### src/hw/tiny16_pkg.sv
`default_nettype none

package tiny16_pkg;

    // ****************************************
    // Widths and fixed locations.
    // ****************************************

    // Widest code RAM address the request struct carries.
    localparam int RAM_ADDR_W = 13;

    localparam logic [6:0] SP_INDEX = 7'd127;
    localparam logic [15:0] IRQ_VECTOR = 16'd3;

    // ****************************************
    // Encodings.
    // ****************************************

    // Low five bits of an ALU class instruction.
    typedef enum logic [4:0] {
        ALU_CLR  = 5'd0,
        ALU_SET  = 5'd1,
        ALU_INC  = 5'd2,
        ALU_DEC  = 5'd3,
        ALU_NOT  = 5'd4,
        ALU_NEG  = 5'd5,
        ALU_SHL  = 5'd6,
        ALU_SHR  = 5'd7,
        ALU_ROL  = 5'd8,
        ALU_ROR  = 5'd9,
        ALU_IN   = 5'd10,
        ALU_MOV  = 5'd16,
        ALU_ADC  = 5'd17,
        ALU_ADD  = 5'd18,
        ALU_SBC  = 5'd19,
        ALU_SUB  = 5'd20,
        ALU_AND  = 5'd21,
        ALU_OR   = 5'd22,
        ALU_XOR  = 5'd23,
        ALU_CMP  = 5'd30,
        ALU_TEST = 5'd31
    } alu_op_e;

    // Bits 7:5 of the opcode byte.
    typedef enum logic [2:0] {
        ALU_REG,
        ALU_IMM8,
        ALU_IMM16,
        OUT,
        JMP,
        BR,
        SYS,
        BAD
    } op_class_e;

    typedef enum logic [2:0] {
        FETCH,
        OPER1,
        OPER2,
        EXEC,
        WRITE,
        WAIT,
        STOP
    } core_state_e;

    // ****************************************
    // Bundles.
    // ****************************************

    typedef struct packed {
        logic                  valid;
        logic                  write;
        logic [RAM_ADDR_W-1:0] addr;
        logic [7:0]            wdata;
    } ram_req_t;

    typedef struct packed {
        logic        en;
        logic [6:0]  addr;
        logic [15:0] data;
    } reg_wr_t;

    typedef struct packed {
        logic        strobe;
        logic [7:0]  address;
        logic [15:0] data;
    } io_out_t;

    typedef struct packed {
        logic c;
        logic z;
        logic n;
    } flags_t;

endpackage

`default_nettype wire
### src/hw/ram_arbiter.sv
`default_nettype none

module ram_arbiter #(
    parameter int RAM_BITS = 13
) (
    input  wire                       clk,
    input  wire                       nreset,
    input  wire tiny16_pkg::ram_req_t host_req,
    input  wire tiny16_pkg::ram_req_t core_req,
    input  wire [7:0]                 ram_rdata,
    output tiny16_pkg::ram_req_t      ram_req,
    output logic                      core_gnt,
    output logic                      core_rvalid,
    output logic [7:0]                core_rdata
);
    import tiny16_pkg::*;

    ram_req_t sel;

    // Host first.
    assign sel      = host_req.valid ? host_req : core_req;
    assign core_gnt = core_req.valid && !host_req.valid;

    always_comb begin
        ram_req      = sel;
        ram_req.addr = RAM_ADDR_W'(sel.addr[RAM_BITS-1:0]);
    end

    // Read in flight belongs to the core.
    always_ff @(posedge clk) begin
        if (!nreset) begin
            core_rvalid <= 1'b0;
        end else begin
            core_rvalid <= core_gnt;
        end
    end

    assign core_rdata = ram_rdata;

endmodule

`default_nettype wire

### config.mk
export PLATFORM = sky130hd
export DESIGN_NAME = ram_arbiter
export DESIGN_NICKNAME = d
export VERILOG_FILES = /design/src/hw/tiny16_pkg.sv /design/src/hw/ram_arbiter.sv
export SDC_FILE = /design/constraint.sdc
export NUM_CORES = 1
export LEC_CHECK = 0
export BUFFER_PORTS_ARGS = -buffer_cell sky130_fd_sc_hd__clkbuf_2
export CORE_MARGIN = 2
export CORE_UTILIZATION = 24
export CTS_BUF_LIST = sky130_fd_sc_hd__clkbuf_2 sky130_fd_sc_hd__clkbuf_4 sky130_fd_sc_hd__clkbuf_8
export DETAILED_ROUTE_END_ITERATION = 7
export PLACE_DENSITY = 0.77
export SYNTH_ARGS = -nofsm -noshare
export SYNTH_HDL_FRONTEND = slang
export SYNTH_SLANG_ARGS = --single-unit
export TNS_END_PERCENT = 30
### constraint.sdc
create_clock -name clk -period 1.62 [get_ports clk]
set_input_delay 0.324 -clock clk [delete_from_list [all_inputs] [get_ports clk]]
set_output_delay 0.324 -clock clk [all_outputs]
set_load 0.02 [all_outputs]
Yosys cells after proc, flatten, opt, wreduce, memory -nomap -nowiden
Cells that the tools add are included.

storage, ports and cells
  logic and storage cells = 4
  output and inout port bits = 33
  input port bits = 56
  flip-flop bits (word level) = 1

operators by class
  multiplexer cells = 1
  reduce and logical (&&, ||, !) cells = 2

operators with widths
  cell                count
  two-way mux 23 bit  1
  logical AND 1 bit   1
  zero test 1 bit     1

Depth between registers and ports, before layout
  word-level depth = 2
  gate-level depth with buffers = 3
  gate-level depth less buffers = 1

Least setup slack after synthesis
No wires, ideal clock.

  path kind = input -> output
  start point = input port host_req[22] (netlist name)
  end point = output port ram_req[22] (netlist name)
  buffers on the path = 2
  required time = 1296 ps
  setup slack = 368 ps
  stages = 3
  arrival = 928 ps
  cell sequence = buf_6 -> buf_8 -> or2_2

RTL lines
  what                line               text
  start: declaration  ram_arbiter.sv:8   input wire tiny16_pkg::ram_req_t host_req,
  end: declaration    ram_arbiter.sv:11  output tiny16_pkg::ram_req_t ram_req,

==> summary.txt <==
Initial Utilization -> 26.0%
# diodes -> 0
PostCTS Resize Cnt -> 0
Synthesized Nets -> 93
Nature of the critical path startpoint -> primary input
Io pins -> 89
Setup repair bufs after CTS -> 0
Clk slew on worst S/H paths -> 0 ns
Commonest non-fill, non-tap cell in the layout -> clkbuf_2
Outcome -> complete, no violations
Period utilisation layout -> 88.6%
WL per Instance -> 10.6 µm
Final setup viols -> 0
Slew @ Worst Pin -> 0.127 ns
Hold WC Path Type -> in2reg
Max reg flops -> 1
Setup TNS -> 0 ns
Max Cap Viol -> 0
Synth Warn # -> 0
Layout cells sized above 1 -> 97.0%
Mapped Cells -> 37
Biggest regs -> core_rvalid x1
Row cnt -> 15
Buffers on Ports -> 72
Hold violation count in the final report -> 0
Number of iterations in the first detailed-routing pass -> 2
RSZ-0062 raised after global routing -> no
Setup CP Type -> in2out
# fillers -> 197
Crit path largest cell delay -> 0.33 ns
CP endpoint kind -> output pin
WL final -> 1320 µm
Synth Register Bits -> 1
Cell taking the most area after synthesis -> mux2_4
Vias in the first global route -> 500
Largest cells by area after synthesis -> mux2_4, buf_4, mux2_2, buf_12, dfxtp_1
Crit path cell chain -> clkbuf_2 > buf_12 > mux2_2 > clkbuf_2
Most flops, register -> core_rvalid
Nets -> 158
Largest delay share family, worst path -> buffers and inverters
Post-Syn Area -> 459 µm²
Max IR drop VDD -> 177 µV
Gp weighted congestion -> 0.694
First-pass GRT wire length -> 1710 µm
Vias/cell -> 4.20
Leakage power -> 0.000497 µW
Largest net degree at the start of global routing -> 14
Commonest cells after routing, fill and taps aside -> clkbuf_2, mux2_4, mux2_2
Layout area overhead -> 70.8%
Core area -> 0.00176 mm²
DRT iter0 DRCs -> 2
Die Wd -> 47.7 µm
GRT Total Usage -> 9.75%
Fin. max-slew vios -> 0
Cts-stage hold buffer count -> 0
Period minus WS final -> 1.44 ns
CP max-delay cell -> mux2_2
Final core occ -> 44.5%
Slew HR -> 91.6%
Full die area -> 0.00228 mm²
DR vias -> 525
GR Overflow Total -> 0
Syn avg cell area -> 12.4 µm²
Cell Pwr Density -> 360 mW/mm²
Post-synth cell types -> 10
Synth top area share -> 55.6%
Most frequent CP cell -> clkbuf_2
Buf/Inv on CP -> 3
Die Ht -> 47.7 µm
Sequential area share after synthesis -> 4.36%
Routed Antenna Nets -> 0
Antenna violations before repair -> 0
Max frequency -> 0.697 GHz
DR DRC count -> 0
Critical path fanouts, max -> 12
Crit path DAT -> 1.11 ns
Required @ worst endpoint -> 1.30 ns
-- synthesized netlist by cell type --
library cell	count
buf_6	1
nor2b_1	1
mux2_2	5
dfxtp_1	1
buf_4	8
and3b_1	1
buf_8	1
or2_2	1
mux2_4	17
buf_12	1
-- kinds of logic after synthesis --
family,after synthesis,share of synthesized area [%]
multiplexers,22,67.8
buffers and inverters,11,23.2
AND/OR/NAND/NOR,3,4.63
flip-flops,1,4.36
-- report_power, final --
| part | internal (µW) | switching, µW | leakage, µW |
|---|---|---|---|
| clock | 0 | 0 | 0 |
| sequential | 26.1 | 0.295 | 0.00000822 |
| combinational | 139 | 117 | 0.000489 |
-- per-layer routing --
| layer | track usage, % | up-vias | wire length, µm |
|---|---|---|---|
| met1 | 7.81 | 241 | 353 |
| met3 | 0.755 | 0 | 142 |
| met5 | 0 | - | 0 |
| met4 | 0 | 0 | 0 |
| met2 | 24.3 | 33 | 827 |
| li1 | - | 251 | - |
-- final cells by class --
| cell class | instances | area [µm²] | share of cell area [%] |
|---|---|---|---|
| flip-flops and latches | 1 | 20.0 | 2.55 |
| multi-input cells | 25 | 333 | 42.4 |
| repair buffers | 74 | 400 | 51.0 |
| well taps | 25 | 31.3 | 3.99 |
-- per-stage QoR --
| step | worst slack [ns] | instance area, µm² | hold slack, ns | std cells | power, µW |
|---|---|---|---|---|---|
| 2_1_floorplan | 0.368 | 459 | 0.480 | 37 | 215 |
| 3_3_place_gp | 0.197 | 785 | 0.566 | 125 | 281 |
| 3_5_place_dp | 0.179 | 785 | 0.573 | 125 | 286 |
| 4_1_cts | 0.177 | 785 | 0.576 | 125 | 286 |
| 5_1_grt | 0.149 | 785 | 0.586 | 125 | 300 |
| 6_report | 0.185 | 785 | 0.571 | 125 | 283 |
-- final timing paths --
| kind | from | endpoint | slack [ns] | cells past startpoint |
|---|---|---|---|---|
| worst min-delay path | nreset | core_rvalid$_SDFF_PN0_ | 0.57 | 2 |
| worst max-delay path | host_req[22] | ram_req[0] | 0.18 | 4 |
No activity file was read; power rests on OpenSTA's default activity.
