File: config.mk
export PLATFORM = sky130hd
export DESIGN_NAME = tiny16_regs
export DESIGN_NICKNAME = d
export VERILOG_FILES = /design/src/hw/tiny16_pkg.sv /design/src/hw/tiny16_regs.sv
export SDC_FILE = /design/constraint.sdc
export NUM_CORES = 2
export LEC_CHECK = 0
export BUFFER_PORTS_ARGS = -buffer_cell sky130_fd_sc_hd__buf_2
export CORE_MARGIN = 1.5
export CORE_UTILIZATION = 60
export DETAILED_ROUTE_END_ITERATION = 10
export GPL_TIMING_DRIVEN = 0
export PLACE_DENSITY_LB_ADDON = 0.3
export SYNTH_ARGS = -nofsm -noshare
export SYNTH_HDL_FRONTEND = slang
export SYNTH_SLANG_ARGS = --single-unit
File: constraint.sdc
create_clock -name clk -period 3.7 [get_ports clk]
set_input_delay 0.74 -clock clk [delete_from_list [all_inputs] [get_ports clk]]
set_output_delay 0.74 -clock clk [all_outputs]
set_load 0.01 [all_outputs]
File: src/hw/tiny16_pkg.sv
`default_nettype none

package tiny16_pkg;

    // ****************************************
    // Widths and fixed locations.
    // ****************************************

    // Widest code RAM address the request struct carries.
    localparam int RAM_ADDR_W = 13;

    localparam logic [6:0] SP_INDEX = 7'd127;
    localparam logic [15:0] IRQ_VECTOR = 16'd3;

    // ****************************************
    // Encodings.
    // ****************************************

    // Low five bits of an ALU class instruction.
    typedef enum logic [4:0] {
        ALU_CLR  = 5'd0,
        ALU_SET  = 5'd1,
        ALU_INC  = 5'd2,
        ALU_DEC  = 5'd3,
        ALU_NOT  = 5'd4,
        ALU_NEG  = 5'd5,
        ALU_SHL  = 5'd6,
        ALU_SHR  = 5'd7,
        ALU_ROL  = 5'd8,
        ALU_ROR  = 5'd9,
        ALU_IN   = 5'd10,
        ALU_MOV  = 5'd16,
        ALU_ADC  = 5'd17,
        ALU_ADD  = 5'd18,
        ALU_SBC  = 5'd19,
        ALU_SUB  = 5'd20,
        ALU_AND  = 5'd21,
        ALU_OR   = 5'd22,
        ALU_XOR  = 5'd23,
        ALU_CMP  = 5'd30,
        ALU_TEST = 5'd31
    } alu_op_e;

    // Bits 7:5 of the opcode byte.
    typedef enum logic [2:0] {
        ALU_REG,
        ALU_IMM8,
        ALU_IMM16,
        OUT,
        JMP,
        BR,
        SYS,
        BAD
    } op_class_e;

    typedef enum logic [2:0] {
        FETCH,
        OPER1,
        OPER2,
        EXEC,
        WRITE,
        WAIT,
        STOP
    } core_state_e;

    // ****************************************
    // Bundles.
    // ****************************************

    typedef struct packed {
        logic                  valid;
        logic                  write;
        logic [RAM_ADDR_W-1:0] addr;
        logic [7:0]            wdata;
    } ram_req_t;

    typedef struct packed {
        logic        en;
        logic [6:0]  addr;
        logic [15:0] data;
    } reg_wr_t;

    typedef struct packed {
        logic        strobe;
        logic [7:0]  address;
        logic [15:0] data;
    } io_out_t;

    typedef struct packed {
        logic c;
        logic z;
        logic n;
    } flags_t;

endpackage

`default_nettype wire
File: src/hw/tiny16_regs.sv
`default_nettype none

module tiny16_regs (
    input  wire                      clk,
    input  wire [6:0]                rd_addr_a,
    input  wire [6:0]                rd_addr_b,
    input  wire tiny16_pkg::reg_wr_t wr,
    output logic [15:0]              rd_a,
    output logic [15:0]              rd_b,
    output logic [15:0]              sp
);
    import tiny16_pkg::*;

    logic [15:0] regs_q [128];

    always_ff @(posedge clk) begin
        if (wr.en) begin
            regs_q[wr.addr] <= wr.data;
        end
        // Same cycle write is forwarded.
        rd_a <= (wr.en && wr.addr == rd_addr_a) ? wr.data : regs_q[rd_addr_a];
        rd_b <= (wr.en && wr.addr == rd_addr_b) ? wr.data : regs_q[rd_addr_b];
    end

    assign sp = regs_q[SP_INDEX];

endmodule

`default_nettype wire

# Yosys cells after proc, flatten, opt, wreduce, memory -nomap -nowiden
# Memories as Yosys holds them, arrays and structs flattened. A register that Yosys moved wholly into a read port is not among the register bits.
# Index checks and enable logic that the tools add are counted.
# op_classes
muxes	2
# op_table
operator	n
2-to-1 mux 1 bit	2
# totals
n_memories	1
ram_bits	2048
regBits	0
# memory_table
memory	words	word_bits	rd	rd_ports_with_merged_regs	write_ports	line_no	rtl
regs_q	128	16	3	2	1	tiny16_regs.sv:14	logic [15:0] regs_q [128];

# Logic depth before layout (Yosys ltp)
# depth
depth_word	2
depth_mapped	7

# Worst setup path before layout
# No wires, ideal clock.
# synth_path
path_kind	flip-flop to output port
startpoint	reg (tool-made name)
endpoint	out rd_a[0]
stages_incl_launch_ff	7
setup_slack_ps	221
t_required_ps	2960
arrival_ps	2739
n_path_buf	2
path_cell_list	dfxtp_1 buf_2 buf_1 mux4_2 mux4_2 mux4_2 mux2_2
# synth_lines
element	line_no	rtl
end: declaration	tiny16_regs.sv:8	output logic [15:0] rd_a,

==> impl_metrics.tcl <==
set metrics [dict create \
    hpwl_um 214000 \
    grtUsageMet2_pct 59.8 \
    drt_iter0_drc 10700 \
    fillers 8553 \
    path_max_fanout 10 \
    cts.sinks 2062 \
    grt_pass1_vias 53100 \
    die_width_um 400 \
    ioPinCount 87 \
    grt-ovfl-total 0 \
    crit_type "reg2out" \
    vias 54300 \
    violations "DRC, capacitance limit, slew limit, setup timing" \
    synth_seq_cells 2062 \
    regMostFlops "regs_q" \
    viasPerCell 8.17 \
    top_regs "regs_q (2048)" \
    grtUsageTotal_pct 40.3 \
    min-delay-start "rd_addr_b[6]" \
    synth_seq_area_share_pct 65.4 \
    route.detailed.drc 12 \
    outcome "finished with violations" \
    grt_pass1_wl_um 429000 \
    timing.fmax_mhz 198 \
    maxSlewHeadroom_pct -12.2 \
    dp.cells 6189 \
    fin_nets 4443 \
    endpoint_kind "output port" \
    start_kind "flop" \
    crit_arrival_ps 4300 \
    portBuffers 84 \
    busiest_layer "met2" \
    final_cell_area_um2 110000 \
    fin_ws_ps -1340 \
    drive_gt1_share_pct 50.9 \
    cts_max_level 4 \
    syn-cell-area_um2 94400 \
    cts_buffers 206 \
    largest_reg_flops 2048 \
    cts_tree "built" \
    syn_inst 3916 \
    grt_max_degree 101 \
    avgRoutedWirePerCell_um 47.9 \
    met1_usage_pct 50.3 \
    finalHoldViolations 0 \
    worst_pin_slew_ps 1680 \
    finalSetupViolCount 32 \
    final_cells 6647 \
    place_area_um2 100000 \
    antenna_found_initial 40 \
    vdd_drop_max_mv 0.578 \
    fin_hold_ws_ps 173 \
    avgSynthCellArea_um2 24.1 \
    min_path_type "in2reg" \
    ant_nets 0 \
    drt_wl_total_um 318000 \
    post-route-util_pct 70.5 \
    path_clk_slew_ps 60 \
    cellPowerDensity_nw_per_um2 474 \
    clock_path_buffers 3 \
    drv_cap 4 \
    post-route-min-period_ps 5040 \
    rows 145 \
    crit_path_end "rd_a[5]" \
    power_w 0.0522 \
    syn2layout_area_growth_pct 16.7 \
    yosysWarnings 0 \
    fp.dieH_um 400 \
    synth_nets 3955 \
    first_pass_iters 11 \
    cellLeakagePower_nw 34.5 \
    rsz0062_at_grt "yes" \
    gp_congestion 1.00 \
    coreArea_um2 156000 \
    die-area_um2 160000 \
    critPathRequiredTime_ps 2960 \
    use_met3_pct 20.1 \
    cts_root_buffer "clkbuf_16" \
    start_util_pct 60.4 \
    maxSlewViolCount 43 \
    synth.distinct_cells 16 \
    timing.final.crit_share_pct 136 \
]
==> power by group <==
| part | switching [W] | internal [W] | total [W] | leakage (nW) |
|---|---|---|---|---|
| registers | 0.0000759 | 0.0258 | 0.0258 | 18.5 |
| clock network | 0.00918 | 0.0116 | 0.0208 | 3.18 |
| logic | 0.00320 | 0.00232 | 0.00552 | 12.8 |
==> layout by cell type, fill, tap and decap left out, types with 3 or more instances in the layout <==
cell type      instances
clkbuf_16            216
buf_12                57
dfxtp_4                4
mux4_2              1344
nor2_2               121
buf_16                72
buf_6                 56
clkinv_1              44
nor2_1                 8
buf_8                108
nand3_1               10
diode_2               17
inv_6                  6
clkinv_8               4
clkinv_2              34
clkbuf_4              36
nor2b_1                7
nand2_1               12
dlygate4sd3_1         13
clkbuf_2              51
buf_1                  4
nand4_1                3
clkinvlp_4             9
clkbuf_1              82
bufinv_16             19
mux2_4                31
clkbuf_8              13
dfxtp_1               10
edfxtp_1            2048
buf_2                 66
buf_4                 71
==> cells in the mapped netlist <==
cell      number  area [µm²]
nor3_1         2        10.0
buf_6          5        56.3
mux2_2        32         360
buf_2        103         515
nand2b_1       2        12.5
nor2b_1        7        43.8
dfxtp_1       14         280
nor2_1       129         484
edfxtp_1    2048       61500
clkbuf_1     144         541
nand2_1       12        45.0
nand4_1        3        18.8
mux4_2      1344       30300
buf_1         60         225
nand3_1       10        50.1
nand4b_1       1        8.76
==> critical path: stages (launching register included) <==
cell,delay (ps)
dfxtp_4,420
buf_12,210
buf_16,250
buf_12,240
mux4_2,560
mux4_2,600
mux4_2,650
mux2_4,340
buf_6,130
==> kinds of logic (layout without fill, tap and decap cells) <==
family        after synthesis  in the layout  share of synthesized area (%)
other cells                 0             17                              0
flops                    2062           2062                           65.4
mux                      1376           1376                           32.4
simple gates              166            166                          0.713
buf+inv                   312            968                           1.42
==> layer usage <==
layer | vias up | share of wire (%)
met2 | 5760 | 45
met5 | - | 0.16
met4 | 32 | 5.8
li1 | 18900 | -
met3 | 1150 | 18
met1 | 28400 | 30
==> through the flow <==
stage               setup TNS [ps]  setup slack [ps]
global route                -38660             -1250
global placement           -909960             -2530
floorplan                        0               221
finish                      -40640             -1340
CTS                         -37370             -1200
detailed placement         -185050             -2280
==> worst min path at each step <==
stage | slack (ps) | end | depth (start not counted)
floorplan | 770 | flop | 0
global placement | 840 | flop | 1
detailed placement | 840 | flop | 1
CTS | 110 | flop | 1
global route | 140 | flop | 1
finish | 170 | flop | 1
==> timing repair <==
item                                   4_1_cts  5_1_grt
setup endpoints to repair                   32       32
cloned                                      16        6
setup buffers                               28       11
gates resized for setup                    800       50
hold buffers                                13        0
endpoints found under the hold margin       13        0
==> cell type report <==
type                            count  area [µm²]  share of cell area (%)
Clock buffer                      256        5390                    4.89
Buffer                            308        3320                    3.01
Sequential cell                  2062       61800                    56.1
Multi-Input combinational cell   1542       31700                    28.8
Timing Repair Buffer              284        4160                    3.77
Antenna cell                       17        42.5                  0.0386
Tap cell                         2058        2570                    2.34
Clock inverter                    120        1160                    1.05
Power figures use the tool's default switching activity.
