`config.mk`:
```
export PLATFORM = sky130hd
export DESIGN_NAME = tiny16_core
export DESIGN_NICKNAME = d
export VERILOG_FILES = /design/src/hw/tiny16_pkg.sv /design/src/hw/tiny16_core.sv
export SDC_FILE = /design/constraint.sdc
export NUM_CORES = 1
export LEC_CHECK = 0
export BUFFER_PORTS_ARGS = -buffer_cell sky130_fd_sc_hd__buf_4
export CAP_MARGIN = 20
export CORE_MARGIN = 1.5
export CORE_UTILIZATION = 56
export DETAILED_ROUTE_END_ITERATION = 6
export PLACE_DENSITY = 0.95
export SLEW_MARGIN = 20
export SYNTH_ARGS = -nofsm -noshare
export SYNTH_HDL_FRONTEND = slang
export SYNTH_SLANG_ARGS = --single-unit
```
`constraint.sdc`:
```
create_clock -name clk -period 11.42 [get_ports clk]
set_input_delay 2.284 -clock clk [delete_from_list [all_inputs] [get_ports clk]]
set_output_delay 2.284 -clock clk [all_outputs]
set_load 0.02 [all_outputs]
```
`src/hw/tiny16_pkg.sv`:
```
`default_nettype none

package tiny16_pkg;

    // ****************************************
    // Widths and fixed locations.
    // ****************************************

    // Widest code RAM address the request struct carries.
    localparam int RAM_ADDR_W = 13;

    localparam logic [6:0] SP_INDEX = 7'd127;
    localparam logic [15:0] IRQ_VECTOR = 16'd3;

    // ****************************************
    // Encodings.
    // ****************************************

    // Low five bits of an ALU class instruction.
    typedef enum logic [4:0] {
        ALU_CLR  = 5'd0,
        ALU_SET  = 5'd1,
        ALU_INC  = 5'd2,
        ALU_DEC  = 5'd3,
        ALU_NOT  = 5'd4,
        ALU_NEG  = 5'd5,
        ALU_SHL  = 5'd6,
        ALU_SHR  = 5'd7,
        ALU_ROL  = 5'd8,
        ALU_ROR  = 5'd9,
        ALU_IN   = 5'd10,
        ALU_MOV  = 5'd16,
        ALU_ADC  = 5'd17,
        ALU_ADD  = 5'd18,
        ALU_SBC  = 5'd19,
        ALU_SUB  = 5'd20,
        ALU_AND  = 5'd21,
        ALU_OR   = 5'd22,
        ALU_XOR  = 5'd23,
        ALU_CMP  = 5'd30,
        ALU_TEST = 5'd31
    } alu_op_e;

    // Bits 7:5 of the opcode byte.
    typedef enum logic [2:0] {
        ALU_REG,
        ALU_IMM8,
        ALU_IMM16,
        OUT,
        JMP,
        BR,
        SYS,
        BAD
    } op_class_e;

    typedef enum logic [2:0] {
        FETCH,
        OPER1,
        OPER2,
        EXEC,
        WRITE,
        WAIT,
        STOP
    } core_state_e;

    // ****************************************
    // Bundles.
    // ****************************************

    typedef struct packed {
        logic                  valid;
        logic                  write;
        logic [RAM_ADDR_W-1:0] addr;
        logic [7:0]            wdata;
    } ram_req_t;

    typedef struct packed {
        logic        en;
        logic [6:0]  addr;
        logic [15:0] data;
    } reg_wr_t;

    typedef struct packed {
        logic        strobe;
        logic [7:0]  address;
        logic [15:0] data;
    } io_out_t;

    typedef struct packed {
        logic c;
        logic z;
        logic n;
    } flags_t;

endpackage

`default_nettype wire
```
`src/hw/tiny16_core.sv`:
```
`default_nettype none

module tiny16_core #(
    parameter int RAM_BITS = 13
) (
    input  wire                  clk,
    input  wire                  nreset,
    input  wire                  core_gnt,
    input  wire                  core_rvalid,
    input  wire [7:0]            core_rdata,
    input  wire [15:0]           rd_a,
    input  wire [15:0]           rd_b,
    input  wire [15:0]           alu_result,
    input  wire                  alu_carry,
    input  wire                  interrupt,
    output tiny16_pkg::ram_req_t core_req,
    output logic [6:0]           rd_addr_a,
    output logic [6:0]           rd_addr_b,
    output tiny16_pkg::reg_wr_t  reg_wr,
    output tiny16_pkg::alu_op_e  alu_op,
    output logic [15:0]          op_b,
    output logic                 carry,
    output tiny16_pkg::io_out_t  io_out,
    output logic                 hlt,
    output logic                 wfi,
    output logic                 error,
    output logic                 in_interrupt
);
    import tiny16_pkg::*;

    // Low bits of a SYS opcode.
    typedef enum logic [1:0] {
        SYS_HLT,
        SYS_WFI,
        SYS_RETI,
        SYS_BAD
    } sys_op_e;

    core_state_e state;
    op_class_e   cls;
    op_class_e   new_cls;
    sys_op_e     sys_op;
    flags_t      flags;
    logic [7:0]  instr;
    logic [15:0] pc;
    logic [15:0] acc;
    logic [15:0] opnd;
    logic [6:0]  dst;
    logic        second;
    logic        irq_req;
    logic        fetching;
    logic        take_br;
    logic        no_wb;

    assign cls      = op_class_e'(instr[7:5]);
    assign new_cls  = op_class_e'(core_rdata[7:5]);
    assign sys_op   = sys_op_e'(instr[1:0]);
    assign alu_op   = alu_op_e'(instr[4:0]);
    assign carry    = flags.c;
    assign no_wb    = alu_op == ALU_CMP || alu_op == ALU_TEST;
    assign fetching = (state == FETCH && !irq_req) || state == OPER1 || state == OPER2;

    // Mask picks c, z, n and bit 3 inverts.
    assign take_br = (|(instr[2:0] & {flags.c, flags.z, flags.n})) ^ instr[3];

    // ****************************************
    // Code RAM and register file ports.
    // ****************************************

    // pc doubles as the fetch pointer.
    always_comb begin
        core_req       = '0;
        core_req.valid = fetching && !core_rvalid;
        core_req.addr  = RAM_ADDR_W'(pc[RAM_BITS-1:0]);
    end

    always_comb begin
        rd_addr_a = dst;
        rd_addr_b = opnd[6:0];
        if (state == FETCH) begin
            rd_addr_a = SP_INDEX;
        end else if (state == OPER1 && core_rvalid) begin
            rd_addr_a = core_rdata[6:0];
        end
        if (state == OPER2 && core_rvalid) begin
            rd_addr_b = core_rdata[6:0];
        end
    end

    // Return address lives in the stack register.
    always_comb begin
        reg_wr = '0;
        if (state == WRITE) begin
            reg_wr.en   = 1'b1;
            reg_wr.addr = dst;
            reg_wr.data = acc;
        end else if (state == FETCH && irq_req) begin
            reg_wr.en   = 1'b1;
            reg_wr.addr = SP_INDEX;
            reg_wr.data = pc;
        end
    end

    always_comb begin
        case (cls)
            ALU_REG:  op_b = rd_b;
            ALU_IMM8: op_b = {{8{opnd[7]}}, opnd[7:0]};
            default:  op_b = opnd;
        endcase
    end

    // ****************************************
    // Sequencer.
    // ****************************************

    always_ff @(posedge clk) begin
        if (!nreset) begin
            state         <= FETCH;
            pc            <= '0;
            instr         <= '0;
            flags         <= '0;
            second        <= 1'b0;
            irq_req       <= 1'b0;
            in_interrupt  <= 1'b0;
            hlt           <= 1'b0;
            wfi           <= 1'b0;
            error         <= 1'b0;
            io_out.strobe <= 1'b0;
        end else begin
            io_out.strobe <= 1'b0;
            // Frozen once FETCH is reached, so it holds the boundary sample.
            if (state != FETCH) begin
                irq_req <= interrupt && !in_interrupt;
            end
            if (core_req.valid && core_gnt) begin
                pc <= pc + 16'd1;
            end
            case (state)
                FETCH: begin
                    if (irq_req) begin
                        pc           <= IRQ_VECTOR;
                        in_interrupt <= 1'b1;
                        irq_req      <= 1'b0;
                    end else if (core_rvalid) begin
                        instr <= core_rdata;
                        state <= (new_cls == SYS || new_cls == BAD) ? EXEC : OPER1;
                    end
                end
                OPER1: begin
                    if (core_rvalid) begin
                        dst  <= core_rdata[6:0];
                        opnd <= {opnd[7:0], core_rdata};
                        if (cls == BR || (cls == ALU_REG && !instr[4])) begin
                            state <= EXEC;
                        end else begin
                            state <= OPER2;
                        end
                    end
                end
                OPER2: begin
                    // Immediate 16 takes two bytes here.
                    if (core_rvalid) begin
                        opnd   <= {opnd[7:0], core_rdata};
                        second <= cls == ALU_IMM16 && !second;
                        if (cls != ALU_IMM16 || second) begin
                            state <= EXEC;
                        end
                    end
                end
                EXEC: begin
                    state <= FETCH;
                    case (cls)
                        ALU_REG, ALU_IMM8, ALU_IMM16: begin
                            acc     <= alu_result;
                            flags.c <= alu_carry;
                            flags.z <= alu_result == 16'd0;
                            flags.n <= alu_result[15];
                            if (!no_wb) begin
                                state <= WRITE;
                            end
                        end
                        OUT: begin
                            io_out.strobe  <= 1'b1;
                            io_out.address <= opnd[15:8];
                            io_out.data    <= rd_b;
                        end
                        JMP: pc <= opnd;
                        BR: begin
                            if (take_br) begin
                                pc <= pc + {{8{opnd[7]}}, opnd[7:0]};
                            end
                        end
                        SYS: begin
                            case (sys_op)
                                SYS_HLT: begin
                                    hlt   <= 1'b1;
                                    state <= STOP;
                                end
                                SYS_WFI: begin
                                    wfi   <= 1'b1;
                                    state <= WAIT;
                                end
                                SYS_RETI: begin
                                    pc           <= rd_a;
                                    in_interrupt <= 1'b0;
                                end
                                SYS_BAD: begin
                                    error <= 1'b1;
                                    state <= STOP;
                                end
                            endcase
                        end
                        default: begin
                            error <= 1'b1;
                            state <= STOP;
                        end
                    endcase
                end
                WRITE: state <= FETCH;
                WAIT: begin
                    if (interrupt) begin
                        wfi   <= 1'b0;
                        state <= FETCH;
                    end
                end
                default: ;
            endcase
        end
    end

endmodule

`default_nettype wire

```
# After elaboration in Yosys (flattened, before gate mapping)
# Index checks and enable logic that the tools add are counted.
[word_totals]
regBits = 100
latchBits = 0
ramBits = 0
mem_bits_ro = 0
input_bits = 62
output_inout_bits = 112
word_cells = 139
memories = 0
[classes]
addsub = 2
multipliers = 0
div_mod_pow = 0
order_cmp = 0
eq_ne = 30
shift = 0
muxes = 38
bitwise = 4
n_reduce_logical = 47
[ops]
columns = ["cell", "count"]
rows = [
  ["2-to-1 mux 16 bit", 4],
  ["case mux 16 bit (2 select lines)", 2],
  ["2-to-1 mux 24 bit", 2],
  ["case mux 16 bit (3 select lines)", 1],
  ["2-to-1 mux 25 bit", 1],
  ["equality test 3 bit (second input constant)", 7],
  ["2-to-1 mux 3 bit", 7],
  ["2-to-1 mux 7 bit", 3],
  ["AND reduction 3 bit", 7],
  ["case mux 3 bit (6 select lines)", 1],
  ["adder 16 x 1 -> 16 bit (second input constant)", 1],
  ["adder 16 bit", 1],
  ["logical NOT 16 bit", 1],
  ["inequality test 2 bit (second input constant)", 8],
  ["equality test 3 x 2 -> 1 bit (second input constant)", 4],
  ["2-to-1 mux 1 bit", 11],
  ["equality test 5 bit (second input constant)", 2],
  ["logical AND 1 bit", 9],
  ["case mux 3 bit (3 select lines)", 1],
  ["OR reduction 3 bit", 3],
  ["AND reduction 4 bit", 2],
  ["AND reduction 7 bit", 1],
  ["equality test 3 x 1 -> 1 bit (second input constant)", 2],
  ["logical NOT 3 bit", 2],
  ["19 further kinds", 38],
]

# Depth between registers and ports, before layout
[depth]
depth_word = 10
mapped_depth = 9
ltp_nobuf = 9

# Worst setup path before layout
# No wires, ideal clock.
[synth_path]
path_type = "input to output"
start = "in core_rvalid"
end = "out rd_addr_b[0]"
t_arrival_ns = 3.216
required_ns = 9.136
path_slack_ns = 5.920
stages = 3
path_buffers = 0
cell_sequence = "nand2_1 nor2_1 mux2_2"
[synth_between]
elab_chain_len = 2
[synth_lines]
columns = ["element", "line", "text"]
rows = [
  ["start: declaration", "tiny16_core.sv:9", "input wire core_rvalid,"],
  ["logical AND 1 bit", "tiny16_core.sv:85", "if (state == OPER2 && core_rvalid) begin"],
  ["2-to-1 mux 7 bit", "tiny16_core.sv:85", ""],
  ["end: declaration", "tiny16_core.sv:18", "output logic [6:0] rd_addr_b,"],
]
# Every way passes these cells.

# Final worst setup path
[layout_path]
start = "in core_rvalid"
end = "out rd_addr_b[5]"
# Same word-level chain as after synthesis.

==> results.md <==
* Status: finished, final reports clean
* Netlist Area Pre-Place at 0.00566 mm^2
* Cells after Synth at 564
* Most frequent cell after synthesis: edfxtp_1
* Max Freq at 167 MHz
* Post-CTS setup buffer count at 0
* CTS root buf: clkbuf_8
* Commonest cells in the synthesized netlist: edfxtp_1 (63), nor2_1 (54), a21oi_1 (44)
* Tcrit/Tclk final at 0.525
* RSZ-0062 raised after global routing: false
* Drt via density at 6.12
* Row count at 36
* Chip width at 104 um
* Core ar. at 0.00977 mm^2
* Initial antenna violation count at 0
* Most common cell on crit path: buf_4
* Synthesized area per cell at 10.0 um^2
* ANT nets after route at 0
* Worst Path Arrival at 3.72 ns
* Clock transition at path regs at 0.11 ns
* Die Span Y at 104 um
* Seq/Total Area, Yosys at 0.465
* Final Hold Fails at 0
* Clock latency on the worst-skew pair at 0.38 ns
* Vias in the first global route at 4,734
* Cell count of the worst reg-to-reg path at 5
* Total Wirelength at 16,500 um
* Placer's final routability congestion estimate at 0.903
* Peak supply drop at 0.0000999 V
* Grt ovf at 0
* R2r setup slk at 8.59 ns
* Final Non-Filler Cells at 835
* Hold Slack at 0.500 ns
* PD cells at 153 mW/mm^2
* Kind of critical path: in -> out
* R2R Path End: pc[15]$_SDFF_PN0_
* Number of synthesized flops with an enable pin at 63
* Distinct cell type count after synthesis at 60
* Slew @ Worst Pin at 1.10 ns
* Crit path max-delay family: simple AND/OR/NAND/NOR gates
* Prevailing post-synth register cell: edfxtp_1
* CTS Buf Count at 9
* Tot GR Track Use at 0.302
* Drt first-iter violations at 468
* Post-synth ARST share at 0
* H-tree depth at 3
* CTS tree: built
* Finished Cell Area at 0.00703 mm^2
* Lkg Pwr at 0.00289 uW
* Reg2reg start: instr[5]$_SDFFE_PN0P_
* Clock Skew at 0.0152 ns
* Area grow syn2layout at 24.2%
* Crit path launch: core_rvalid
* Vias at 5,112
* DIE AREA at 0.0107 mm^2
* DRT Pass-1 Iters at 5
* Post-CTS Resized at 0
* Setup Total Neg Slack at 0 ns
* Pin count of the biggest net entering global routing at 30
* Slew headroom at 0.267
* Antenna cells at 0
* Slowest-stage cell, CP: nor2_1
* Sequential Area at 0.00263 mm^2
* Max-slew violations at 0
* Synth area leaders: edfxtp_1 (33%), dfxtp_1 (13%), ha_1 (4.4%), a21oi_1 (3.9%), buf_4 (3.6%)
* CP Data Required Time at 9.14 ns
* Slowest stage delay, CP at 0.57 ns
* Critical path depth in cells at 5
* Worst Setup End Kind: output port
* Yosys reg bits at 100
* Critical Path Start Type: primary input
* First-pass GRT wire length at 25,600 um
* WL/cell at 19.8 um
* DRC Markers at 0
* Crit path max fanout at 13
* Synth top area share at 0.334
* Multi-input logic area at 0.00272 mm^2
* Post-DP HPWL at 12,400 um
* Hold Path Class: reg -> reg
* Ports at 174
* Share of cells above drive strength 1 at 0.309
* Crit-path cells: buf_4 > nand2_1 > nor2_1 > mux2_2 > buf_4
* Post-DP Area at 0.00681 mm^2
* Post-placement cell count at 819
* Final Net Count at 780
* Cts hold-fix bufs at 0
* Initial Util at 0.579
* # port buffers at 164
* Final Critical Period at 6.00 ns
* Max-Cap Viols at 0
* Ys Warns at 0
* Cell accounting for the most synthesized area: edfxtp_1
* Critical Path End: rd_addr_b[5]
* Total power at 1080 uW
* Crit path buf inv count at 2
* Fillers at 712
* Clock tree buffer depth at 2
* Clock sinks at 100
* Setup-violating endpoint count in the final report at 0
-- metal layers --
layer / wire length (um) / GRT usage
met5: 0 / 0
met3: 1300 / 0.0510
met4: 409 / 0.106
met1: 6880 / 0.406
met2: 7920 / 0.497
-- worst min-delay path: stages (launching register included) --
cell and delay [ns]:
dfxtp_1 0.35, a21oi_1 0.05, nor2_1 0.07
-- cell families (layout without fill, tap and decap cells) --
kind of cell               count (synthesis)  count (layout)  synth area share
other                                      1               9          0.000662
DFF                                      100             100             0.465
and+or+nand+nor                          161             161             0.137
adders and majority gates                 21              21            0.0477
muxes                                     24              24            0.0455
xor gates and xnor gates                  31              31            0.0480
buffers and inverters                     66             196            0.0641
AOI/OAI and AO/OA                        160             160             0.191
-- layout make-up --
class                      count  share of cell area
tap                          133              0.0237
sequential                   100               0.374
inverter                      12             0.00640
clock buffer                   9              0.0176
clock inverter                 7              0.0123
timing repair buffer         168               0.179
multi-input combinational    406               0.386
-- per-stage QoR --
| stage | util | setup WS (ns) |
|---|---|---|
| 3_5_place_dp | 0.697 | 5.48 |
| 4_1_cts | 0.718 | 5.48 |
| 2_1_floorplan | - | 5.92 |
| 3_3_place_gp | 0.697 | 5.58 |
| 5_1_grt | 0.720 | 5.36 |
| 6_report | 0.720 | 5.42 |
-- layout by cell type (no fill, tap or decap), types with 3 or more instances in the layout --
| cell type | count |
|---|---|
| a22o_1 | 17 |
| nor2_1 | 53 |
| nand4_1 | 7 |
| nand2b_1 | 7 |
| and2_1 | 4 |
| dfxtp_1 | 37 |
| a31oi_1 | 3 |
| a222oi_1 | 8 |
| nand2_1 | 38 |
| nor4_1 | 5 |
| nor3_2 | 3 |
| o22ai_1 | 16 |
| edfxtp_1 | 63 |
| and3_1 | 5 |
| a21oi_1 | 44 |
| inv_1 | 12 |
| xnor2_1 | 16 |
| o21ai_0 | 27 |
| ha_1 | 20 |
| a21o_1 | 12 |
| clkbuf_8 | 9 |
| nor3_1 | 10 |
| o22a_2 | 3 |
| buf_4 | 168 |
| mux2_2 | 14 |
| a31o_2 | 4 |
| nand3_1 | 13 |
| xor2_1 | 15 |
| mux2i_1 | 10 |
| a22oi_1 | 8 |
| conb_1 | 9 |
-- state kept, by name, summed over array words and instances, names as in the netlist --
signal	cells
carry	1
wfi	1
opnd	16
irq_req	1
io_out	25
in_interrupt	1
second	1
flags	2
error	1
hlt	1
instr	8
acc	16
pc	16
state	3
dst	7
-- power by group --
part	total [uW]	internal, uW	switching [uW]
registers	459	411	48.0
clock network	238	89.4	148
logic	383	160	222
total	1080	661	419
-- worst min-delay path by stage --
| stage | startpoint | end | cells after the start | slack (ns) |
|---|---|---|---|---|
| floorplan | opnd[8]$_DFFE_PP_ | io_out[16]$_DFFE_PP_ | 0 | 0.45 |
| global placement | error$_SDFFE_PN0P_ | error$_SDFFE_PN0P_ | 2 | 0.47 |
| detailed placement | hlt$_SDFFE_PN0P_ | hlt$_SDFFE_PN0P_ | 2 | 0.47 |
| CTS | hlt$_SDFFE_PN0P_ | hlt$_SDFFE_PN0P_ | 2 | 0.50 |
| global route | opnd[13]$_DFFE_PP_ | io_out[21]$_DFFE_PP_ | 0 | 0.51 |
| finish | hlt$_SDFFE_PN0P_ | hlt$_SDFFE_PN0P_ | 2 | 0.50 |
Note: power is estimated with default switching activity, not from simulation.
