[src/hw/tiny16_pkg.sv]
`default_nettype none

package tiny16_pkg;

    // ****************************************
    // Widths and fixed locations.
    // ****************************************

    // Widest code RAM address the request struct carries.
    localparam int RAM_ADDR_W = 13;

    localparam logic [6:0] SP_INDEX = 7'd127;
    localparam logic [15:0] IRQ_VECTOR = 16'd3;

    // ****************************************
    // Encodings.
    // ****************************************

    // Low five bits of an ALU class instruction.
    typedef enum logic [4:0] {
        ALU_CLR  = 5'd0,
        ALU_SET  = 5'd1,
        ALU_INC  = 5'd2,
        ALU_DEC  = 5'd3,
        ALU_NOT  = 5'd4,
        ALU_NEG  = 5'd5,
        ALU_SHL  = 5'd6,
        ALU_SHR  = 5'd7,
        ALU_ROL  = 5'd8,
        ALU_ROR  = 5'd9,
        ALU_IN   = 5'd10,
        ALU_MOV  = 5'd16,
        ALU_ADC  = 5'd17,
        ALU_ADD  = 5'd18,
        ALU_SBC  = 5'd19,
        ALU_SUB  = 5'd20,
        ALU_AND  = 5'd21,
        ALU_OR   = 5'd22,
        ALU_XOR  = 5'd23,
        ALU_CMP  = 5'd30,
        ALU_TEST = 5'd31
    } alu_op_e;

    // Bits 7:5 of the opcode byte.
    typedef enum logic [2:0] {
        ALU_REG,
        ALU_IMM8,
        ALU_IMM16,
        OUT,
        JMP,
        BR,
        SYS,
        BAD
    } op_class_e;

    typedef enum logic [2:0] {
        FETCH,
        OPER1,
        OPER2,
        EXEC,
        WRITE,
        WAIT,
        STOP
    } core_state_e;

    // ****************************************
    // Bundles.
    // ****************************************

    typedef struct packed {
        logic                  valid;
        logic                  write;
        logic [RAM_ADDR_W-1:0] addr;
        logic [7:0]            wdata;
    } ram_req_t;

    typedef struct packed {
        logic        en;
        logic [6:0]  addr;
        logic [15:0] data;
    } reg_wr_t;

    typedef struct packed {
        logic        strobe;
        logic [7:0]  address;
        logic [15:0] data;
    } io_out_t;

    typedef struct packed {
        logic c;
        logic z;
        logic n;
    } flags_t;

endpackage

`default_nettype wire
[src/hw/tiny16_alu.sv]
`default_nettype none

module tiny16_alu (
    input  wire tiny16_pkg::alu_op_e alu_op,
    input  wire [15:0]               op_a,
    input  wire [15:0]               op_b,
    input  wire                      carry_in,
    input  wire [15:0]               data_in,
    output logic [15:0]              result,
    output logic                     carry_out
);
    import tiny16_pkg::*;

    always_comb begin
        result    = op_a;
        carry_out = carry_in;
        case (alu_op)
            // Single operand group.
            ALU_CLR: result = '0;
            ALU_SET: result = '1;
            ALU_INC: result = op_a + 16'd1;
            ALU_DEC: result = op_a - 16'd1;
            ALU_NOT: result = ~op_a;
            ALU_NEG: result = -op_a;
            // Shifts and rotates go through the carry.
            ALU_SHL: {carry_out, result} = {op_a, 1'b0};
            ALU_SHR: {result, carry_out} = {1'b0, op_a};
            ALU_ROL: {carry_out, result} = {op_a, carry_in};
            ALU_ROR: {result, carry_out} = {carry_in, op_a};
            ALU_IN:  result = data_in;
            // Two operand group.
            ALU_MOV: result = op_b;
            ALU_ADD: begin
                {carry_out, result} = {1'b0, op_a} + {1'b0, op_b};
            end
            ALU_ADC: begin
                {carry_out, result} = {1'b0, op_a} + {1'b0, op_b} + 17'(carry_in);
            end
            // Carry set means borrow.
            ALU_SUB, ALU_CMP: begin
                {carry_out, result} = {1'b0, op_a} - {1'b0, op_b};
            end
            ALU_SBC: begin
                {carry_out, result} = {1'b0, op_a} - {1'b0, op_b} - 17'(carry_in);
            end
            ALU_AND, ALU_TEST: result = op_a & op_b;
            ALU_OR:  result = op_a | op_b;
            ALU_XOR: result = op_a ^ op_b;
            default: ;
        endcase
    end

endmodule

`default_nettype wire

[config.mk]
export PLATFORM = sky130hd
export DESIGN_NAME = tiny16_alu
export DESIGN_NICKNAME = d
export VERILOG_FILES = /design/src/hw/tiny16_pkg.sv /design/src/hw/tiny16_alu.sv
export SDC_FILE = /design/constraint.sdc
export NUM_CORES = 1
export LEC_CHECK = 0
export ABC_AREA = 1
export BUFFER_PORTS_ARGS = -buffer_cell sky130_fd_sc_hd__buf_2
export CAP_MARGIN = 5
export CELL_PAD_IN_SITES_DETAIL_PLACEMENT = 0
export CELL_PAD_IN_SITES_GLOBAL_PLACEMENT = 1
export CORE_MARGIN = 4
export CORE_UTILIZATION = 30
export DETAILED_ROUTE_END_ITERATION = 6
export GPL_ROUTABILITY_DRIVEN = 0
export MAX_ROUTING_LAYER = met4
export PLACE_DENSITY = 0.69
export SYNTH_ARGS = -nofsm -noshare
export SYNTH_HDL_FRONTEND = slang
export SYNTH_SLANG_ARGS = --single-unit
[constraint.sdc]
create_clock -name vclk -period 5.9
set_input_delay 0.295 -clock vclk [all_inputs]
set_output_delay 0.295 -clock vclk [all_outputs]
set_load 0.005 [all_outputs]
Yosys cells after proc, flatten, opt, wreduce, memory -nomap -nowiden. Cells that the tools add are included.

Register bits: 0. Logic and storage cells: 38.

Add/sub/neg operators: 7. Eq/ne operators: 20. Multiplexer cells: 2. Bitwise logic cells: 4. Reduce and logical (&&, ||, !) cells: 5.

Operator list (number): $pmux 16 s19 (1); $eq 5x5->1 const B (10); $eq 5x3->1 const B (4); $add 16x16->17 (1); $add 17x1->17 (1); $sub 16x16->17 (1); $sub 17x1->17 (1); $add 16x1->16 const B (1); $and 16x16->16 (1); $neg 16->16 (1); $not 16->16 (1); $or 16x16->16 (1); $sub 16x1->16 const B (1); $xor 16x16->16 (1); $eq 5x4->1 const B (3); $eq 5x2->1 const B (2); $reduce_or 2->1 (4); $pmux 1 s6 (1); $eq 5x1->1 const B (1); $logic_not 5->1 (1).

Depth between registers and ports, before layout. Gate-level depths: netlist of run 1.

Word-level depth: 3. Mapped depth: 21. Depth with buffers taken out: 20.

Least setup slack after synthesis of run 1. Ideal clock, no wire load.

Path type: input to output. Start point: input alu_op[3]. End point: output result[13]. Arrival: 2.709 ns. Data required time: 5.605 ns. Slack: 2.896 ns. Cell stages on the path: 14. Path buffers: 0. Cell sequence: nor2_1 -> nand3_1 -> nor2_1 -> ha_1 -> a21oi_1 -> o21ai_0 -> nand2_1 -> nand4_1 -> a21o_1 -> a21oi_1 -> o21ai_0 -> nand3_1 -> nor2_1 -> nor2_1.

Cells in the longest elaborated chain, start to end: 3. Elaborated cells on any way between the ends: 24. Those cells by class: eq/ne: 20; mux: 1; reduce/logical: 3.

RTL lines: start: declaration (line tiny16_alu.sv:4) `input wire tiny16_pkg::alu_op_e alu_op,`; $eq 5x5->1 (line tiny16_alu.sv:17) `case (alu_op)`; $reduce_or 2->1 (line tiny16_alu.sv:17); $pmux 16 s19 * (line tiny16_alu.sv:17); end: declaration (line tiny16_alu.sv:9) `output logic [15:0] result,`.

Every way passes the cells marked *; elsewhere a longest branch is shown, timed or not.

Worst setup path after layout of run 1.
Start point: input op_a[0]. End point: output result[6].

Cells in the longest elaborated chain, start to end: 3. Elaborated cells on any way between the ends: 8. Those cells by class: add/sub: 7; mux: 1.

RTL lines: start: declaration (line tiny16_alu.sv:5) `input wire [15:0] op_a,`; $sub 16x16->17 or $add 16x16->17 (tied branches); $sub 17x1->17 or $add 17x1->17 (tied branches) (line tiny16_alu.sv:44, tiny16_alu.sv:37); $pmux 16 s19 * (line tiny16_alu.sv:17).

Marked as above.

==> results of run 1 <==
[layout by cell type (no fill, tap or decap), drive strengths merged, types with 5 or more instances in the layout]
master	Yosys	layout
a211oi	7	7
a21oi	55	55
a221oi	5	5
buf	24	73
ha	67	67
inv	175	175
nand2	324	324
nand3	120	120
nand4	38	38
nor2	156	156
nor3	29	29
o2111ai	8	8
o211ai	6	6
o21ai	53	53
o21bai	5	5
o221ai	6	6
o22ai	22	22
or2	6	6
xor2	7	7
[critical path: stages]
cell and delay, ps:
buf_2 180, inv_1 150, ha_1 260, fa_1 430
inv_1 170, nand2_1 80, nand2_1 230, inv_2 70
nor2_1 250, nand2_1 220, nor2_1 210, nand2_1 90
inv_1 100, nand2_1 60, nand3_1 80, o211ai_1 110
nor2_1 240, a21oi_1 60, buf_2 150
[cell families (layout without fill, tap and decap cells)]
family,Yosys count,count (layout),synth area share
simple gates,679,679,0.523
fa+ha+maj,70,70,0.145
xor+xnor,8,8,0.0167
buf+inv,203,252,0.137
compound gates,180,180,0.178
[per-stage QoR]
stage               power (uW)  worst slack, ps
floorplan                  458             2900
CTS                        679             2240
detailed placement         675             2250
global route               752             1900
finish                     694             2160
global placement           680             2230
[final timing paths]
path / cells after the start / startpoint / slack (ps) / endpoint
max: 19 / op_a[0] / 2160 / result[6]
min: 4 / data_in[0] / 940 / result[0]
[cells in the mapped netlist (5+ instances only)]
cell type / number
buf_2: 12
a221oi_1: 5
nand3_2: 9
buf_6: 7
a211oi_1: 7
a21oi_1: 50
nand2_4: 6
nor2_4: 12
nand2_1: 282
inv_1: 138
buf_4: 5
o21ai_1: 9
inv_2: 36
o21bai_1: 5
nor2_2: 19
nor2_1: 125
o2111ai_1: 8
ha_1: 67
o221ai_1: 6
nand4_1: 36
nand3_1: 110
o21ai_0: 44
nand2_2: 36
or2_2: 6
nor3_1: 24
o22ai_1: 22
o211ai_1: 6
[layer usage]
metal | wire length (um) | up-vias | share of wire | track usage
li1 | - | 3894 | - | -
met1 | 12900 | 3759 | 0.43 | 0.342
met2 | 13200 | 470 | 0.44 | 0.401
met3 | 2590 | 70 | 0.086 | 0.0225
met4 | 1350 | 0 | 0.045 | 0.0796
met5 | 0 | - | 0 | -
[power groups by stage]
stage | Combinational [uW] | Sequential (uW) | Clock (uW)
3_3_place_gp | 680 | 0 | 0
4_1_cts | 679 | 0 | 0
2_1_floorplan | 458 | 0 | 0
3_5_place_dp | 675 | 0 | 0
5_1_grt | 752 | 0 | 0
6_report | 694 | 0 | 0
[cell type report]
type,instances,share of cell area
well taps,270,0.0501
inverters,179,0.100
multi-input cells,937,0.795
repair buffers,73,0.0550
==> results.md, run 1 <==
* Register area share after synthesis at 0
* Post-synth top area cell: nand2_1
* DP Cell Count at 1459
* Largest net degree at the start of global routing at 18
* Count of yosys warnings during synthesis at 0
* Die H at 152 um
* Post-Synthesis Mean Instance Area at 5.44 um2
* Unique masters post-synth at 50
* DRC viols at 0
* Clkbuf count at 0
* DR WL/cell at 20.6 um
* Post-cts resize count at 0
* Worst rel slew slack at 0.340
* Final period utilization at 0.633
* FMAX at 268 MHz
* Starting Density at 0.306
* Max-cap violations at 0
* Leakage at 0.00347 uW
* Placed cell areas at 0.00674 mm2
* HP Class: in2out
* Number of sequential cells at 0
* Endpoints failing setup at 0
* Horiz. Die Dim at 152 um
* Multi-input logic area at 0.00535 mm2
* Nets at 1315
* Switching Share at 0.709
* Cells after Synth at 1140
* # hold bufs at CTS at 0
* Power Internal at 202 uW
* Die Area at 0.0230 mm2
* Post-Syn Nets at 1264
* CP max FO at 7
* PwrDens at 103 mW/mm2
* Vias in the first global route at 7605
* Comb power frac at 1.000
* All-Layer GR Usage at 0.253
* Clock power share at 0
* Hold Fails Final Rpt at 0
* RSZ-0062 raised after global routing: no
* CP required at 5610 ps
* Fin util at 0.332
* Post-Syn Area at 0.00620 mm2
* Fill count at 2402
* Area fraction of the dominant cell type after synthesis at 0.171
* Crit Path Category: in2out
* First-pass GRT wire length at 45.6 mm
* Via count at 8193
* CP startpoint kind: input pin
* Register Area at 0 um2
* Hold_ws at 936 ps
* FP Rows at 52
* GRT Residual Overflow at 0
* Setup bufs post-CTS at 0
* Core Region at 0.0203 mm2
* CP Capture Type: output port
* Outcome: complete, no violations
* Period minus WS final at 3740 ps
* Port Buffers at 71
* I/O pin total at 71
* Synth area leaders: nand2_1, ha_1, nand3_1, inv_1, nor2_1
* Layout cells sized above 1 at 0.183
* Vias/cell at 5.62
* Maximum VDD drop at 0.0340 mV
* Placed wire-length estimate at 24.8 mm
* Area grow syn2layout at 8.57%
* Drt total wl at 30.1 mm
* Final instance area at 0.00674 mm2
* Critical path arrival at 3440 ps
* Non-filler cells, final at 1459
* Register share of total power at 0
* Switching power total at 492 uW
* Starting DRT DRC Count at 895
* Worst slew pin tran at 987 ps
* Final Max Tran Viols at 0
* Setup TNS at 0 ps
* Initial antenna violation count at 0
* Ant. Diodes at 0
* Pre-Repair DR Iteration Count at 6
* Post-route ant nets at 0
No activity file was read; power rests on OpenSTA's default activity.
==> inputs of run 2 (changes only) <==
- PLACE_DENSITY: 0.69 -> 0.71
- clock period: 5.9 -> 3.15 ns (I/O delays scaled with it)
==> run 2 against run 1 <==
Compared with the run above:
- routed wire length up 3.8%
- global-route usage rose by 1.1 points
- critical path depth up 1
- via count up 2.8%
- first-iteration DRC count fell by 0.89%
- clock-buffer cell count unchanged
- largest cell class unchanged
- highest routed layer unchanged
==> results.md, run 2 (synthesized netlist as in run 1, its figures left out) <==
* Vias in the first global route at 7991 (+5.1%)
* Largest net degree at the start of global routing at 17 (-1)
* Register Area at 0 um2 (unchanged)
* Starting Density at 0.306 (unchanged)
* Cells along the critical path: buf_2 > inv_1 > ha_1 > buf_4 > nor2_4 > inv_2 > nor2_2 > nand4_1 > nand3_1 > nand2_1 > nand2_2 > nand2_1 > nor2_4 > nand3_1 > nand2_1 > nand3_1 > nand3_1 > nor2_1 > nor2_1 > buf_2
* Drt total wl at 31.3 mm (+3.8%)
* Hold Fails Final Rpt at 0 (unchanged)
* Final period utilization at 0.950
* GRT Residual Overflow at 0 (unchanged)
* DR WL/cell at 20.4 um (-0.99%)
* Number of sequential cells at 0 (unchanged)
* Area grow syn2layout at 17.3%
* Outcome: complete, no violations
* Post-route ant nets at 0 (unchanged)
* Nets at 1385 (+5.3%)
* Worst rel slew slack at 0.532 (+0.192)
* CP max FO at 6 (-1)
* Horiz. Die Dim at 152 um (unchanged)
* CP startpoint kind: input pin
* Fill count at 2391 (-0.46%)
* Core Region at 0.0203 mm2 (unchanged)
* Max-cap violations at 0 (unchanged)
* Die Area at 0.0230 mm2 (unchanged)
* HP Class: in2out
* Clkbuf count at 0 (unchanged)
* CP Capture Type: output port
* Initial antenna violation count at 0 (unchanged)
* Layout cells sized above 1 at 0.230 (+0.0478)
* DRC viols at 0 (unchanged)
* Leakage at 0.00381 uW (+9.6%)
* Setup bufs post-CTS at 0 (unchanged)
* RSZ-0062 raised after global routing: yes
* All-Layer GR Usage at 0.264 (+0.0107)
* Period minus WS final at 2990 ps
* Final Max Tran Viols at 0 (unchanged)
* Crit Path Category: in2out
* Crit-path most repeated cell: nand3_1
* I/O pin total at 71 (unchanged)
* Endpoints failing setup at 0 (unchanged)
* Critical Path Max Stage Delay at 420 ps (about the same)
* Ant. Diodes at 0 (unchanged)
* FP Rows at 52 (unchanged)
* Die H at 152 um (unchanged)
* Critical-path top delay cell: ha_1
* Starting DRT DRC Count at 887 (-0.89%)
* Fin util at 0.359 (+0.0268)
* Maximum VDD drop at 0.0733 mV (+120%)
* Most frequent cells in the layout: nand2_1, inv_1, nor2_1
* CP required at 2990 ps (-2620 ps)
* PwrDens at 192 mW/mm2 (+87%)
* FMAX at 334 MHz
* Via count at 8419 (+2.8%)
* Placed cell areas at 0.00726 mm2 (+7.8%)
* First-pass GRT wire length at 47.1 mm (+3.3%)
* Critical path arrival at 2840 ps (-600 ps)
* Multi-input logic area at 0.00537 mm2 (+0.33%)
* Placed wire-length estimate at 26.3 mm (+5.7%)
* Worst slew pin tran at 699 ps (-288 ps)
* Port Buffers at 71 (unchanged)
* Vias/cell at 5.51 (-1.9%)
* Commonest non-fill, non-tap cell in the layout: nand2_1
* Pre-Repair DR Iteration Count at 7 (+1)
* Final instance area at 0.00728 mm2 (+8.1%)
-- run 2: changes by cell type in the layout (fill, tap and decap cells not counted) --
cell | before | now
buf_4 | 2 | 72
ha_1 | 67 | 66
ha_2 | 0 | 1
nor2_1 | 125 | 123
nor2_4 | 12 | 14
-- run 2: critical path: cells and delay by family --
kind,cells,cell delay [ps]
and+or+nand+nor,14,1620
buffers and inverters,5,630
adders and majority gates,1,420
-- run 2: final cells by class --
type / instances / share of cell area
multi-input combinational: 937 / 0.738
inverter: 179 / 0.0928
timing repair buffer: 143 / 0.123
tap: 270 / 0.0464
-- run 2: path summary, 6_finish.rpt --
path	startpoint	to	slack [ps]	cells past startpoint
worst max-delay path	op_a[6]	result[12]	160	20
worst min-delay path	data_in[0]	result[0]	660	4
-- run 2: layer usage --
metal / vias to the layer above / GRT usage / routed length, um
met2: 479 / 0.413 / 13600
met3: 107 / 0.0185 / 2770
li1: 4025 / - / -
met1: 3808 / 0.348 / 12900
met5: - / - / 0
met4: 0 / 0.125 / 1940
-- run 2: power by group --
group	switching, uW	internal (uW)
logic	950	449
clock network	0	0
registers	0	0
total	950	449
-- run 2: timing repair --
action,CTS,global route
gates resized for setup,0,5
hold buffers,0,0
setup endpoints to repair,0,7
-- run 2: stage by stage --
| stage | power [uW] | hold WS, ps | worst slack (ps) | setup TNS [ps] | instances |
|---|---|---|---|---|---|
| 3_5_place_dp | 1360 | 651 | 203 | 0 | 1529 |
| 6_report | 1400 | 663 | 156 | 0 | 1529 |
| 3_3_place_gp | 1360 | 666 | 205 | 0 | 1529 |
| 4_1_cts | 1360 | 654 | 192 | 0 | 1529 |
| 2_1_floorplan | 858 | 411 | 421 | 0 | 1140 |
| 5_1_grt | 1510 | 736 | -10.9 | -21.6 | 1529 |
==> inputs of run 3 (changes only) <==
- ABC_AREA: 1 -> unset
- PLACE_DENSITY: 0.71 -> 0.68
==> run 3 against run 2 <==
Compared with the run above:
- the flow now finishes with violations (setup timing)
- total power grew 20%
- fmax shrank 14%
- cell count shrank 8.6%
- synthesized cell count shrank 24%
==> results.md, run 3 <==
* Outcome: finished, violations left
* Violations in the final reports: setup timing
* Overall power at 1680 uW (+20%)
* Vias/cell at 5.80 (+5.3%)
* Period minus WS final at 3470 ps (+479 ps)
* Largest net degree at the start of global routing at 51 (+34)
* First-pass GRT wire length at 43.4 mm (-7.7%)
* Via count at 8102 (-3.8%)
* Post-Syn Nets at 988 (-22%)
* Non-filler cells, final at 1397 (-8.6%)
* RSZ-0062 raised after global routing: yes
* Bufs and invs on worst path at 5 (unchanged)
* Die Area at 0.0215 mm2 (-6.7%)
* Core Region at 0.0188 mm2 (-7.2%)
* Nets at 1262 (-8.9%)
* Register Area at 0 um2 (unchanged)
* Cells along the critical path: buf_2 > buf_4 > ha_1 > or2_1 > buf_4 > a221o_1 > or3_4 > or3_4 > nor4_4 > buf_4 > o211a_1 > o21ai_2 > a21oi_2 > buf_2
* Die H at 147 um (-3.4%)
* Cells after Synth at 864 (-24%)
* Critical-path top delay cell: or3_4
* All-Layer GR Usage at 0.256 (-0.00819)
* Number of sequential cells at 0 (unchanged)
* Area grow syn2layout at 53.3%
* DP Cell Count at 1370 (-10%)
* Crit-path most repeated cell: buf_4
* DRC viols at 0 (unchanged)
* Count leader, synth: nand2_1
* FP Rows at 50 (-3.8%)
* CP startpoint kind: input pin
* CP required at 2990 ps (about the same)
* Clkbuf count at 0 (unchanged)
* Horiz. Die Dim at 147 um (-3.4%)
* Placed wire-length estimate at 22.2 mm (-16%)
* Worst rel slew slack at 0.440 (-0.0920)
* Hold Fails Final Rpt at 0 (unchanged)
* GRT Residual Overflow at 0 (unchanged)
* Initial antenna violation count at 2 (+2)
* # hold bufs at CTS at 0 (unchanged)
* Busiest layer in global routing: met2
* Post-synth top area cell: ha_1
* Register area share after synthesis at 0 (unchanged)
* Final Max Tran Viols at 0 (unchanged)
* CP Capture Type: output port
* Vias in the first global route at 7760 (-2.9%)
* Critical Path Max Stage Delay at 440 ps (+20 ps)
* FMAX at 288 MHz (-14%)
* Critical path arrival at 3320 ps (+480 ps)
* Worst setup margin at -323 ps (-479 ps)
* Cell family with the largest share of critical-path delay: simple AND/OR/NAND/NOR gates
* M3 GR Usage at 0.0264 (+0.00789)
* Most frequent cells in the layout: buf_4, nand2_1, buf_2
* PwrDens at 190 mW/mm2 (-1.1%)
* Unique masters post-synth at 90 (+80%)
* Leakage at 0.00391 uW (+2.6%)
* Worst slew pin tran at 836 ps (+138 ps)
* Maximum VDD drop at 0.0655 mV (-11%)
* Synth area leaders: ha_1, xnor2_1, a21oi_1, nand2_1, nor2_1
* Pre-Repair DR Iteration Count at 6 (-1)
* Max-cap violations at 0 (unchanged)
* Port Buffers at 71 (unchanged)
* Post-Synthesis Mean Instance Area at 6.67 um2 (+23%)
* Endpoints failing setup at 7 (+7)
* Count of yosys warnings during synthesis at 0 (unchanged)
* I/O pin total at 71 (unchanged)
* Multi-input logic area at 0.00595 mm2 (+11%)
* Starting Density at 0.306 (+0.000588)
* Area fraction of the dominant cell type after synthesis at 0.145 (-0.0252)
* HP Class: in2out
* Placed cell areas at 0.00801 mm2 (+10%)
* Final instance area at 0.00884 mm2 (+21%)
* Post-route ant nets at 0 (unchanged)
* DR WL/cell at 20.4 um (-0.42%)
* Post-Syn Area at 0.00577 mm2 (-7.1%)
* CP max FO at 8 (+2)
* Crit Path Category: in2out
* Layout cells sized above 1 at 0.395 (+0.165)
* Fill count at 1901 (-20%)
* Met2 Use GR at 0.406 (-0.00649)
* Post-synth top cells: nand2_1, nor2_1, ha_1
* Final period utilization at 1.10 (+0.152)
* Drt total wl at 28.4 mm (-9.0%)
* Commonest non-fill, non-tap cell in the layout: buf_4
* Starting DRT DRC Count at 883 (-0.45%)
* Grt met1 use at 0.346 (-0.00128)
-- run 3: changes by cell type after synthesis, moves of 35 or more --
cell	change
clkbuf_1	+36
inv_1	-86
nand2_1	-210
nand2_2	-35
nand3_1	-81
nor2_1	-54
xnor2_1	+47
-- run 3: cell type report --
class,instances,area share
diodes,1,0.000283
inverters,55,0.0242
multi-input cells,754,0.673
well taps,260,0.0368
repair buffers,327,0.266
-- run 3: where the power goes --
group	total, uW	internal [uW]	switching (uW)
logic	1680	788	893
registers	0	0	0
clock network	0.0000400	0.0000400	0
total	1680	788	893
-- run 3: worst paths after layout --
kind | endpoint | startpoint | cells after the start | slack (ps)
setup / recovery | carry_out | op_a[8] | 14 | -320
hold / removal | carry_out | carry_in | 4 | 780
-- run 3: logic make-up after synthesis --
kind of cell	after synthesis	synth area share
and+or+nand+nor	324	0.292
AOI/OAI and AO/OA	290	0.366
buffers and inverters	110	0.0779
adders and majority gates	70	0.156
xor gates and xnor gates	64	0.0985
muxes	6	0.0106
-- run 3: through the flow --
step                      utilization  hold WS, ps  TNS (ps)  worst slack [ps]
after floorplan                     -          428      -203              -203
after global placement          0.425          815     -2300              -487
after detailed placement        0.425          799     -2300              -456
after CTS                       0.445          806     -1440              -390
after global routing            0.469          822     -2240              -417
final                           0.469          784     -1280              -323
-- run 3: repair_timing --
| item | in CTS | in global routing |
|---|---|---|
| pin swaps | 31 | 56 |
| buffers inserted | 20 | 7 |
| gates resized for setup | 42 | 83 |
| setup endpoints to repair | 8 | 11 |
-- run 3: tightest hold or removal path: cells and delay by family --
kind / cells / cell delay, ps
compound gates: 2 / 200
buf+inv: 2 / 260
-- run 3: routing by layer --
layer | wire length [um] | vias up
li1 | - | 3807
met1 | 12100 | 3804
met2 | 12900 | 408
met3 | 2390 | 83
met4 | 1080 | 0
met5 | 0 | -
